## src/gemm_pkg.sv

```systemverilog
// Shared definitions of the GEMM control front end: array geometry, the
// AXI4-Lite register map and the structs passed between the blocks.
// RTL files refer to these items by scoped names.
package gemm_pkg;

  // Compute array geometry
  localparam int unsigned ARRAY_WIDTH  = 4;
  localparam int unsigned ARRAY_HEIGHT = 4;
  localparam int unsigned PIPE_REGS    = 1;
  localparam int unsigned TILE_COLS    = ARRAY_HEIGHT * (PIPE_REGS + 1);
  localparam int unsigned ELEM_BYTES   = 2;
  localparam int unsigned TILE_BYTES   = TILE_COLS * ELEM_BYTES;

  // Shift amounts for the rounded-up divisions
  localparam int unsigned ARRAY_SHIFT = $clog2(ARRAY_WIDTH);
  localparam int unsigned TILE_SHIFT  = $clog2(TILE_COLS);

  // Streams and their ids
  localparam int unsigned N_STREAMS = 3;
  localparam int unsigned SID_BITS  = $clog2(N_STREAMS);
  localparam int unsigned STREAM_X  = 0;
  localparam int unsigned STREAM_W  = 1;
  localparam int unsigned STREAM_Y  = 2;

  // One multiplier bit per cycle
  localparam int unsigned MULT_STEPS = 16;

  // Register map, byte offsets
  localparam int unsigned REG_AW = 8;
  localparam logic [REG_AW-1:0] REG_X_ADDR  = 8'h00;
  localparam logic [REG_AW-1:0] REG_W_ADDR  = 8'h04;
  localparam logic [REG_AW-1:0] REG_Y_ADDR  = 8'h08;
  localparam logic [REG_AW-1:0] REG_MK      = 8'h0C;
  localparam logic [REG_AW-1:0] REG_N       = 8'h10;
  localparam logic [REG_AW-1:0] REG_CTRL    = 8'h14;
  localparam logic [REG_AW-1:0] REG_STATUS  = 8'h18;
  localparam logic [REG_AW-1:0] REG_TILES   = 8'h1C;
  localparam logic [REG_AW-1:0] REG_X_READS = 8'h20;

  typedef struct packed {
    logic [31:0] x_addr;
    logic [31:0] w_addr;
    logic [31:0] y_addr;
    logic [15:0] m_size;
    logic [15:0] k_size;
    logic [15:0] n_size;
  } job_cfg_t;

  typedef struct packed {
    logic [31:0] base;
    logic [31:0] stride;
    logic [31:0] len;
  } stream_desc_t;

  typedef struct packed {
    logic [31:0] tot_tiles;
    logic [47:0] tot_x_read;
  } tile_info_t;

  typedef struct packed {
    logic [31:0]         addr;
    logic [SID_BITS-1:0] sid;
  } addr_req_t;

endpackage

```

## src/gemm_seq_mult.sv

```systemverilog
// Sequential shift-add multiplier, one bit of a_i per cycle.
// The first bit is taken on the start cycle, so valid_o rises 16 cycles
// after start_i and stays high with the product until the next start.
module gemm_seq_mult (
  input  logic        clk_int,
  input  logic        rst_ni,
  input  logic        start_i,
  input  logic [15:0] a_i,
  input  logic [31:0] b_i,
  output logic        valid_o,
  output logic [47:0] prod_o
);

  logic [15:0]                            a_q;
  logic [47:0]                            b_q;
  logic [$clog2(gemm_pkg::MULT_STEPS)-1:0] cnt_q;
  logic                                   busy_q;

  always_ff @(posedge clk_int or negedge rst_ni) begin
    if (!rst_ni) begin
      busy_q  <= 1'b0;
      valid_o <= 1'b0;
      cnt_q   <= '0;
    end else if (start_i) begin
      busy_q  <= 1'b1;
      valid_o <= 1'b0;
      cnt_q   <= 1;
    end else if (busy_q) begin
      cnt_q <= cnt_q + 1'b1;
      if (cnt_q == gemm_pkg::MULT_STEPS - 1) begin
        busy_q  <= 1'b0;
        valid_o <= 1'b1;
      end
    end
  end

  // Partial product accumulation
  always_ff @(posedge clk_int) begin
    if (start_i) begin
      prod_o <= a_i[0] ? {16'h0000, b_i} : '0;
      a_q    <= a_i >> 1;
      b_q    <= {15'd0, b_i, 1'b0};
    end else if (busy_q) begin
      if (a_q[0]) begin
        prod_o <= prod_o + b_q;
      end
      a_q <= a_q >> 1;
      b_q <= b_q << 1;
    end
  end

endmodule

```

## src/gemm_regfile.sv

```systemverilog
// AXI4-Lite slave holding the job registers of the GEMM front end.
// A write of 1 to CTRL bit 0 starts a job when not busy; STATUS shows
// busy and done, TILES and X_READS read back the tiler counts.
module gemm_regfile (
  input  logic                            clk_int,
  input  logic                            rst_ni,
  input  logic [gemm_pkg::REG_AW-1:0]     awaddr_i,
  input  logic                            awvalid_i,
  output logic                            awready_o,
  input  logic [31:0]                     wdata_i,
  input  logic                            wvalid_i,
  output logic                            wready_o,
  output logic [1:0]                      bresp_o,
  output logic                            bvalid_o,
  input  logic                            bready_i,
  input  logic [gemm_pkg::REG_AW-1:0]     araddr_i,
  input  logic                            arvalid_i,
  output logic                            arready_o,
  output logic [31:0]                     rdata_o,
  output logic [1:0]                      rresp_o,
  output logic                            rvalid_o,
  input  logic                            rready_i,
  input  gemm_pkg::tile_info_t            info_i,
  input  logic                            job_done_i,
  output gemm_pkg::job_cfg_t              job_cfg_o,
  output logic                            start_o
);

  logic               init_q;
  logic               idle;
  logic               wr_en;
  logic               rd_en;
  logic               busy_q;
  logic               done_q;
  logic [31:0]        rdata_d;
  gemm_pkg::job_cfg_t cfg_q;

  // Idle once out of reset and no response is pending
  assign idle  = init_q & ~bvalid_o & ~rvalid_o;
  // AW and W are taken together, writes win over reads
  assign wr_en = idle & awvalid_i & wvalid_i;
  assign rd_en = idle & arvalid_i & ~(awvalid_i & wvalid_i);

  assign awready_o = wr_en;
  assign wready_o  = wr_en;
  assign arready_o = rd_en;
  assign bresp_o   = 2'b00;
  assign rresp_o   = 2'b00;
  assign job_cfg_o = cfg_q;

  always_ff @(posedge clk_int or negedge rst_ni) begin
    if (!rst_ni) begin
      init_q   <= 1'b0;
      bvalid_o <= 1'b0;
      rvalid_o <= 1'b0;
    end else begin
      init_q <= 1'b1;
      if (wr_en) begin
        bvalid_o <= 1'b1;
      end else if (bready_i) begin
        bvalid_o <= 1'b0;
      end
      if (rd_en) begin
        rvalid_o <= 1'b1;
      end else if (rready_i) begin
        rvalid_o <= 1'b0;
      end
    end
  end

  // Read decode, unmapped offsets give zero
  always_comb begin
    rdata_d = '0;
    case (araddr_i)
      gemm_pkg::REG_X_ADDR:  rdata_d = cfg_q.x_addr;
      gemm_pkg::REG_W_ADDR:  rdata_d = cfg_q.w_addr;
      gemm_pkg::REG_Y_ADDR:  rdata_d = cfg_q.y_addr;
      gemm_pkg::REG_MK:      rdata_d = {cfg_q.k_size, cfg_q.m_size};
      gemm_pkg::REG_N:       rdata_d = {16'h0000, cfg_q.n_size};
      gemm_pkg::REG_STATUS:  rdata_d = {30'd0, done_q, busy_q};
      gemm_pkg::REG_TILES:   rdata_d = info_i.tot_tiles;
      gemm_pkg::REG_X_READS: rdata_d = info_i.tot_x_read[31:0];
      default:               rdata_d = '0;
    endcase
  end

  always_ff @(posedge clk_int) begin
    if (rd_en) begin
      rdata_o <= rdata_d;
    end
  end

  // Job registers, start pulse and status
  always_ff @(posedge clk_int or negedge rst_ni) begin
    if (!rst_ni) begin
      cfg_q   <= '0;
      busy_q  <= 1'b0;
      done_q  <= 1'b0;
      start_o <= 1'b0;
    end else begin
      start_o <= 1'b0;
      if (wr_en) begin
        case (awaddr_i)
          gemm_pkg::REG_X_ADDR: cfg_q.x_addr <= wdata_i;
          gemm_pkg::REG_W_ADDR: cfg_q.w_addr <= wdata_i;
          gemm_pkg::REG_Y_ADDR: cfg_q.y_addr <= wdata_i;
          gemm_pkg::REG_MK: begin
            cfg_q.m_size <= wdata_i[15:0];
            cfg_q.k_size <= wdata_i[31:16];
          end
          gemm_pkg::REG_N: cfg_q.n_size <= wdata_i[15:0];
          gemm_pkg::REG_CTRL: begin
            // Restart requests during a job are dropped
            if (wdata_i[0] && !busy_q) begin
              start_o <= 1'b1;
              busy_q  <= 1'b1;
              done_q  <= 1'b0;
            end
          end
          default: ;
        endcase
      end
      if (job_done_i) begin
        busy_q <= 1'b0;
        done_q <= 1'b1;
      end
    end
  end

endmodule

```

## src/gemm_tiler.sv

```systemverilog
// Splits a GEMM job into array tiles and builds the X, W and Y stream
// descriptors. Iteration counts come from shifts and leftover tests, the
// totals from two stages of sequential multipliers; cfg_valid_o pulses
// 33 cycles after start_i and the outputs hold until the next job.
module gemm_tiler (
  input  logic                                            clk_int,
  input  logic                                            rst_ni,
  input  gemm_pkg::job_cfg_t                              job_cfg_i,
  input  logic                                            start_i,
  output gemm_pkg::stream_desc_t [gemm_pkg::N_STREAMS-1:0] descs_o,
  output gemm_pkg::tile_info_t                            info_o,
  output logic                                            cfg_valid_o
);

  gemm_pkg::job_cfg_t cfg_q;
  logic [15:0]        x_rows_iter;
  logic [15:0]        w_cols_iter;
  logic [15:0]        x_cols_iter;
  logic [47:0]        tiles_prod;
  logic [47:0]        x_reads_prod;
  logic [47:0]        w_len_prod;
  logic [31:0]        tot_tiles;
  logic [31:0]        elem_stride;
  logic               tiles_valid;
  logic               tiles_valid_q;
  logic               tiles_done;
  logic               x_reads_valid;
  logic               w_len_valid;
  logic               counts_valid;
  logic               counts_valid_q;
  logic               counts_done;

  // Job snapshot, the host may rewrite the registers during a job
  always_ff @(posedge clk_int) begin
    if (start_i) begin
      cfg_q <= job_cfg_i;
    end
  end

  // Rounded-up iteration counts
  assign x_rows_iter = (job_cfg_i.m_size >> gemm_pkg::ARRAY_SHIFT)
                     + 16'(job_cfg_i.m_size[gemm_pkg::ARRAY_SHIFT-1:0] != '0);
  assign w_cols_iter = (job_cfg_i.k_size >> gemm_pkg::TILE_SHIFT)
                     + 16'(job_cfg_i.k_size[gemm_pkg::TILE_SHIFT-1:0] != '0);
  assign x_cols_iter = (cfg_q.n_size >> gemm_pkg::TILE_SHIFT)
                     + 16'(cfg_q.n_size[gemm_pkg::TILE_SHIFT-1:0] != '0);

  // tiles = x_rows_iter * w_cols_iter
  gemm_seq_mult i_tiles_mult (
    .clk_int ( clk_int             ),
    .rst_ni  ( rst_ni              ),
    .start_i ( start_i             ),
    .a_i     ( x_rows_iter         ),
    .b_i     ( {16'h0000, w_cols_iter} ),
    .valid_o ( tiles_valid         ),
    .prod_o  ( tiles_prod          )
  );

  assign tot_tiles  = tiles_prod[31:0];
  assign tiles_done = tiles_valid & ~tiles_valid_q;

  // Second stage starts on the rising edge of the tile count
  gemm_seq_mult i_x_reads_mult (
    .clk_int ( clk_int       ),
    .rst_ni  ( rst_ni        ),
    .start_i ( tiles_done    ),
    .a_i     ( x_cols_iter   ),
    .b_i     ( tot_tiles     ),
    .valid_o ( x_reads_valid ),
    .prod_o  ( x_reads_prod  )
  );

  gemm_seq_mult i_w_len_mult (
    .clk_int ( clk_int      ),
    .rst_ni  ( rst_ni       ),
    .start_i ( tiles_done   ),
    .a_i     ( cfg_q.n_size ),
    .b_i     ( tot_tiles    ),
    .valid_o ( w_len_valid  ),
    .prod_o  ( w_len_prod   )
  );

  assign counts_valid = x_reads_valid & w_len_valid;
  assign counts_done  = counts_valid & ~counts_valid_q;
  assign elem_stride  = 32'(cfg_q.k_size) * gemm_pkg::ELEM_BYTES;

  always_ff @(posedge clk_int or negedge rst_ni) begin
    if (!rst_ni) begin
      tiles_valid_q  <= 1'b0;
      counts_valid_q <= 1'b0;
      cfg_valid_o    <= 1'b0;
    end else begin
      tiles_valid_q  <= tiles_valid;
      counts_valid_q <= counts_valid;
      cfg_valid_o    <= counts_done;
    end
  end

  always_ff @(posedge clk_int) begin
    if (counts_done) begin
      descs_o[gemm_pkg::STREAM_X] <= '{base:   cfg_q.x_addr,
                                       stride: gemm_pkg::TILE_BYTES,
                                       len:    x_reads_prod[31:0]};
      descs_o[gemm_pkg::STREAM_W] <= '{base:   cfg_q.w_addr,
                                       stride: elem_stride,
                                       len:    w_len_prod[31:0]};
      // One output row per array row and tile
      descs_o[gemm_pkg::STREAM_Y] <= '{base:   cfg_q.y_addr,
                                       stride: elem_stride,
                                       len:    tot_tiles * gemm_pkg::ARRAY_WIDTH};
      info_o <= '{tot_tiles: tot_tiles, tot_x_read: x_reads_prod};
    end
  end

endmodule

```

## src/gemm_stream_agu.sv

```systemverilog
// Address generator for one stream. A descriptor is loaded on load_i,
// then item i carries base + i * stride, one item per accepted handshake.
// idle_o is high once the last item has been taken.
module gemm_stream_agu (
  input  logic                   clk_int,
  input  logic                   rst_ni,
  input  gemm_pkg::stream_desc_t desc_i,
  input  logic                   load_i,
  output gemm_pkg::addr_req_t    item_o,
  output logic                   item_valid_o,
  input  logic                   item_ready_i,
  output logic                   idle_o
);

  logic [31:0] addr_q;
  logic [31:0] stride_q;
  logic [31:0] rem_q;
  logic        step;

  assign step = item_valid_o & item_ready_i;

  // Remaining item count
  always_ff @(posedge clk_int or negedge rst_ni) begin
    if (!rst_ni) begin
      rem_q <= '0;
    end else if (load_i) begin
      rem_q <= desc_i.len;
    end else if (step) begin
      rem_q <= rem_q - 1'b1;
    end
  end

  // Running address, wraps modulo 2^32
  always_ff @(posedge clk_int) begin
    if (load_i) begin
      addr_q   <= desc_i.base;
      stride_q <= desc_i.stride;
    end else if (step) begin
      addr_q <= addr_q + stride_q;
    end
  end

  assign item_valid_o = (rem_q != '0);
  assign idle_o       = ~item_valid_o;
  // The stream id is stamped by the generate loop of the top level
  assign item_o.addr  = addr_q;
  assign item_o.sid   = '0;

endmodule

```

## src/gemm_addr_merger.sv

```systemverilog
// Round-robin merger of the stream generators into one request port.
// A registered slot moves only when accepted, so req_o holds under
// back-pressure. job_done_o pulses once an armed job has fully drained.
module gemm_addr_merger (
  input  logic                                         clk_int,
  input  logic                                         rst_ni,
  input  logic                                         armed_i,
  input  gemm_pkg::addr_req_t [gemm_pkg::N_STREAMS-1:0] items_i,
  input  logic [gemm_pkg::N_STREAMS-1:0]               items_valid_i,
  output logic [gemm_pkg::N_STREAMS-1:0]               items_ready_o,
  input  logic [gemm_pkg::N_STREAMS-1:0]               idle_i,
  output gemm_pkg::addr_req_t                          req_o,
  output logic                                         req_valid_o,
  input  logic                                         req_ready_i,
  output logic                                         job_done_o
);

  logic [gemm_pkg::SID_BITS-1:0] ptr_q;
  logic [gemm_pkg::SID_BITS-1:0] grant;
  logic                          found;
  logic                          slot_free;
  logic                          armed_q;

  assign slot_free = ~req_valid_o | req_ready_i;

  // First valid generator at or after the pointer
  always_comb begin
    int unsigned idx;
    grant = ptr_q;
    found = 1'b0;
    for (int unsigned off = 0; off < gemm_pkg::N_STREAMS; off++) begin
      idx = ptr_q + off;
      if (idx >= gemm_pkg::N_STREAMS) begin
        idx = idx - gemm_pkg::N_STREAMS;
      end
      if (!found && items_valid_i[idx]) begin
        grant = idx[gemm_pkg::SID_BITS-1:0];
        found = 1'b1;
      end
    end
    items_ready_o        = '0;
    items_ready_o[grant] = found & slot_free;
  end

  always_ff @(posedge clk_int or negedge rst_ni) begin
    if (!rst_ni) begin
      req_valid_o <= 1'b0;
      ptr_q       <= '0;
    end else if (slot_free) begin
      req_valid_o <= found;
      if (found) begin
        ptr_q <= (grant == gemm_pkg::N_STREAMS - 1) ? '0 : grant + 1'b1;
      end
    end
  end

  always_ff @(posedge clk_int) begin
    if (slot_free && found) begin
      req_o <= items_i[grant];
    end
  end

  // Completion once every generator is idle and the slot is empty
  always_ff @(posedge clk_int or negedge rst_ni) begin
    if (!rst_ni) begin
      armed_q    <= 1'b0;
      job_done_o <= 1'b0;
    end else begin
      job_done_o <= 1'b0;
      if (armed_i) begin
        armed_q <= 1'b1;
      end else if (armed_q && (&idle_i) && !req_valid_o) begin
        armed_q    <= 1'b0;
        job_done_o <= 1'b1;
      end
    end
  end

endmodule

```

## src/gemm_ctrl_top.sv

```systemverilog
// Top level of the GEMM control front end: register file, tiler, one
// address generator per stream and the request merger.
// irq_o pulses for one cycle when a job has issued all its addresses.
module gemm_ctrl_top (
  input  logic                        clk_int,
  input  logic                        rst_ni,
  input  logic [gemm_pkg::REG_AW-1:0] awaddr_i,
  input  logic                        awvalid_i,
  output logic                        awready_o,
  input  logic [31:0]                 wdata_i,
  input  logic                        wvalid_i,
  output logic                        wready_o,
  output logic [1:0]                  bresp_o,
  output logic                        bvalid_o,
  input  logic                        bready_i,
  input  logic [gemm_pkg::REG_AW-1:0] araddr_i,
  input  logic                        arvalid_i,
  output logic                        arready_o,
  output logic [31:0]                 rdata_o,
  output logic [1:0]                  rresp_o,
  output logic                        rvalid_o,
  input  logic                        rready_i,
  output gemm_pkg::addr_req_t         req_o,
  output logic                        req_valid_o,
  input  logic                        req_ready_i,
  output logic                        irq_o
);

  gemm_pkg::job_cfg_t                               job_cfg;
  logic                                             start;
  gemm_pkg::stream_desc_t [gemm_pkg::N_STREAMS-1:0] descs;
  gemm_pkg::tile_info_t                             info;
  logic                                             cfg_valid;
  gemm_pkg::addr_req_t    [gemm_pkg::N_STREAMS-1:0] agu_items;
  gemm_pkg::addr_req_t    [gemm_pkg::N_STREAMS-1:0] items;
  logic                   [gemm_pkg::N_STREAMS-1:0] items_valid;
  logic                   [gemm_pkg::N_STREAMS-1:0] items_ready;
  logic                   [gemm_pkg::N_STREAMS-1:0] idle;

  gemm_regfile i_regfile (
    .clk_int, .rst_ni,
    .awaddr_i, .awvalid_i, .awready_o, .wdata_i, .wvalid_i, .wready_o,
    .bresp_o, .bvalid_o, .bready_i,
    .araddr_i, .arvalid_i, .arready_o, .rdata_o, .rresp_o, .rvalid_o, .rready_i,
    .info_i     ( info    ),
    .job_done_i ( irq_o   ),
    .job_cfg_o  ( job_cfg ),
    .start_o    ( start   )
  );

  gemm_tiler i_tiler (
    .clk_int, .rst_ni,
    .job_cfg_i   ( job_cfg   ),
    .start_i     ( start     ),
    .descs_o     ( descs     ),
    .info_o      ( info      ),
    .cfg_valid_o ( cfg_valid )
  );

  for (genvar i = 0; i < gemm_pkg::N_STREAMS; i++) begin : g_agu
    localparam int unsigned STREAM_ID = i;

    gemm_stream_agu i_agu (
      .clk_int, .rst_ni,
      .desc_i       ( descs[i]       ),
      .load_i       ( cfg_valid      ),
      .item_o       ( agu_items[i]   ),
      .item_valid_o ( items_valid[i] ),
      .item_ready_i ( items_ready[i] ),
      .idle_o       ( idle[i]        )
    );

    // Tag each generator's items with its stream number
    assign items[i] = '{addr: agu_items[i].addr,
                        sid:  STREAM_ID[gemm_pkg::SID_BITS-1:0]};
  end

  gemm_addr_merger i_merger (
    .clk_int, .rst_ni,
    .armed_i       ( cfg_valid   ),
    .items_i       ( items       ),
    .items_valid_i ( items_valid ),
    .items_ready_o ( items_ready ),
    .idle_i        ( idle        ),
    .req_o, .req_valid_o, .req_ready_i,
    .job_done_o    ( irq_o       )
  );

endmodule

```

## config.mk

```make
export PLATFORM = sky130hd
export DESIGN_NAME = gemm_ctrl_top
export DESIGN_NICKNAME = d
export VERILOG_FILES = /design/src/gemm_pkg.sv /design/src/gemm_seq_mult.sv /design/src/gemm_regfile.sv /design/src/gemm_tiler.sv /design/src/gemm_stream_agu.sv /design/src/gemm_addr_merger.sv /design/src/gemm_ctrl_top.sv
export SDC_FILE = /design/constraint.sdc
export NUM_CORES = 2
export LEC_CHECK = 0
export BUFFER_PORTS_ARGS = -buffer_cell sky130_fd_sc_hd__buf_2
export CELL_PAD_IN_SITES_DETAIL_PLACEMENT = 0
export CELL_PAD_IN_SITES_GLOBAL_PLACEMENT = 1
export CORE_MARGIN = 2
export CORE_UTILIZATION = 54
export CTS_BUF_LIST = sky130_fd_sc_hd__clkbuf_8
export DETAILED_ROUTE_END_ITERATION = 10
export MAX_ROUTING_LAYER = met4
export PLACE_DENSITY = 0.81
export REMOVE_ABC_BUFFERS = 1
export SKIP_CTS_REPAIR_TIMING = 1
export SKIP_LAST_GASP = 1
export SYNTH_ARGS = -nofsm -noshare
export SYNTH_HDL_FRONTEND = slang
export SYNTH_HIERARCHICAL = 1
export SYNTH_SLANG_ARGS = --single-unit
```

## constraint.sdc

```tcl
create_clock -name clk_int -period 15.8 [get_ports clk_int]
set_clock_uncertainty 0.15 [all_clocks]
set_input_delay 3.16 -clock clk_int [delete_from_list [all_inputs] [get_ports clk_int]]
set_output_delay 3.16 -clock clk_int [all_outputs]
set_load 0.005 [all_outputs]
```

==> results.json <==
{
  "switching_share_pct": 29.8,
  "reg2reg_from": "g_agu[0].i_agu/rem_q[24]$_DFFE_PN0P_",
  "clkSlewWorstSetupHoldPaths_ns": 0.07,
  "min_period_ns": 7.65,
  "peakVddDrop_v": 0.000111,
  "grt_setup_unrepaired": "no",
  "p_comb_share_pct": 19.5,
  "crit_family": "buffers and inverters",
  "boundaryPins": 133,
  "p_clk_share_pct": 34.1,
  "drtIter0Drc": 3628,
  "worst_ep_arrival_time_ns": 4.34,
  "cts_root_buf": "clkbuf_8",
  "r2r_setup_slack_ns": 9.97,
  "grt_max_degree": 163,
  "slew_headroom_pct": 23.8,
  "layout_setup_ws_ns": 8.15,
  "dpl_cell_area_sq_um": 57400,
  "grtUsageTotal_pct": 28.1,
  "cts.sinks": 1100,
  "slowest_delay_ns": 0.43,
  "syn_inst": 4646,
  "path_cells": "buf_2 -> nand2_1 -> nand2_1 -> nor2_4 -> buf_4 -> buf_2",
  "drv_slew": 0,
  "ff2ff_path_depth": 17,
  "power_uw": 7400,
  "min_delay_worst_endpoint": "i_tiler/descs_o[279]$_DFFE_PP_",
  "cts_tree": "done",
  "cp-end-kind": "output port",
  "die_h_um": 327,
  "htreeDepth": 4,
  "fmax_ghz": 0.131,
  "crit_type": "primary input to output port",
  "drc": 0,
  "grt_pass1_wl_um": 222000,
  "leakagePower_uw": 0.0218,
  "critPathBufInv": 3,
  "nNetsFinal": 5008,
  "viasPerCell": 5.93,
  "dp_slack_ns": 8.16,
  "die_w_um": 327,
  "syn_area_per_cell_sq_um": 12.1,
  "yosysWarnings": 6,
  "p_per_area_nw_per_um2": 121,
  "clock_latency_ns": 0.87,
  "p_int_uw": 5190,
  "syn_to_final_growth_pct": 8.56,
  "fin_setup_tns_ns": 0,
  "tightest_slew_ns": 1.14,
  "die-area_sq_um": 107000,
  "finalHoldViolCount": 0,
  "final_util_pct": 59.1,
  "grt_pass1_vias": 36500,
  "initial_core_util_pct": 54.4,
  "finalSetupViolations": 0,
  "nFillCells": 8530,
  "power_frac_seq_pct": 46.4,
  "cts_buffers": 185,
  "worstPathRequired_ns": 12.49,
  "grt.overflow.total": 0,
  "vias": 37300,
  "min_path_type": "register to register",
  "drive_above_1_share_pct": 17.3,
  "crit_fanout": 33,
  "rows": 118,
  "hp-start": "i_tiler/cfg_q[71]$_DFFE_PP_",
  "start_kind": "primary input",
  "dr.pass1.iters": 6,
  "fin_crit_sh_pct": 48.4,
  "ant_nets": 0,
  "p_sw_uw": 2210,
  "status": "completed",
  "dp_hpwl_um": 105000,
  "r2r-end": "g_agu[1].i_agu/rem_q[22]$_DFFE_PN0P_",
  "routedWlPerCell_um": 23.2,
  "cp_slowest_cell": "buf_4",
  "fin_area_sq_um": 61100,
  "antenna_found_initial": 18,
  "holdPathStages": 0,
  "maxCapViolCount": 0,
  "wirelength_um": 146000,
  "clockBufferDepth": 3,
  "netlist_area_sq_um": 56300,
  "gp_congestion": 0.932,
  "core_area_sq_um": 103000,
  "io_buffers": 128
}
## worst max-delay path by stage
stage,from,to,slack [ns],cells past startpoint
floorplan,i_tiler/i_x_reads_mult/valid_o$_DFFE_PN0P_,i_tiler/cfg_valid_o$_DFF_PN0_,4.92,2
global placement,wvalid_i,arready_o,8.15,6
detailed placement,wvalid_i,arready_o,8.16,6
CTS,wvalid_i,arready_o,8.15,6
global route,awvalid_i,arready_o,8.05,6
finish,wvalid_i,arready_o,8.15,6
## layer usage
metal	vias to the layer above	global-route usage, %	routed length [um]	part of all wire (%)
met5	-	-	0	0
met4	0	9.85	4730	3.2
met3	249	4.30	9210	6.3
met2	1129	43.8	68700	47
met1	18500	37.7	63400	43
li1	17500	-	-	-
## state kept, by name, summed over array words and instances (netlist names), 15 cells and up
signal and flops:
i_regfile/job_cfg_o 144, i_tiler/i_tiles_mult/prod_o 32, i_tiler/info_o 64, i_tiler/descs_o 144, i_tiler/i_w_len_mult/b_q 31, g_agu.i_agu/rem_q 96
i_regfile/rdata_o 32, i_tiler/i_tiles_mult/a_q 15, i_merger/req_o 34, g_agu.i_agu/addr_q 96, g_agu.i_agu/stride_q 96, i_tiler/i_x_reads_mult/a_q 15
i_tiler/i_x_reads_mult/prod_o 32, i_tiler/i_x_reads_mult/b_q 31, i_tiler/i_w_len_mult/a_q 15, i_tiler/i_w_len_mult/prod_o 32, i_tiler/i_tiles_mult/b_q 31, i_tiler/cfg_q 128
## cell type report
cell class	count	area, sq um	share of cell area (%)
Tap cell	1380	1730	2.82
Sequential cell	1100	31700	51.8
Multi-Input combinational cell	3179	22600	37.0
Clock inverter	141	926	1.51
Inverter	101	379	0.620
Timing Repair Buffer	174	1010	1.65
Antenna cell	11	27.5	0.0450
Clock buffer	202	2780	4.55
## power groups by stage
stage                     sequential, uW  combinational, uW  clock [uW]
final                               3430               1440        2520
after global placement              3480               1430           0
after detailed placement            3490               1440           0
after floorplan                     3460                934           0
after CTS                           3430               1440        2580
after global routing                3440               1580        2710
## cells in the final DEF, fill, tap and decap left out, types with 39 or more instances in the layout
cell and count:
o21ai_1 82, clkbuf_8 202, edfxtp_1 828, mux2_2 304
xnor2_1 131, inv_1 159, or3_1 45, nor3_1 90
ha_1 205, dfrtp_1 270, a21oi_1 205, nor4_1 41
nand2_1 444, buf_4 45, buf_2 127, nand4_1 60
o21ai_0 235, conb_1 115, a21o_1 92, nand3_1 96
xor2_1 128, nor2b_1 39, nor2_1 177
## stage by stage
| stage | cells | hold slack (ns) |
|---|---|---|
| floorplan | 4380 | 0.217 |
| global placement | 5934 | 0.251 |
| detailed placement | 5934 | 0.255 |
| CTS | 6277 | 0.262 |
| global route | 6283 | 0.273 |
| finish | 6288 | 0.261 |
## worst register-to-register path: stages (launching register included)
cell and delay, ns:
dfrtp_1 0.40, or3_1 0.48, or3_4 0.46, nor3_1 0.19, nand3_1 0.41, mux2i_1 0.35
o21a_2 0.25, a311oi_2 0.17, a221oi_1 0.47, o21ai_4 0.08, buf_4 0.27, nor2_1 0.35
nand2_1 0.14, nor3_1 0.55, o211ai_2 0.39, nor4_1 0.33, xnor2_1 0.15, o21ai_0 0.08
Note: power is estimated with default switching activity, not from simulation.
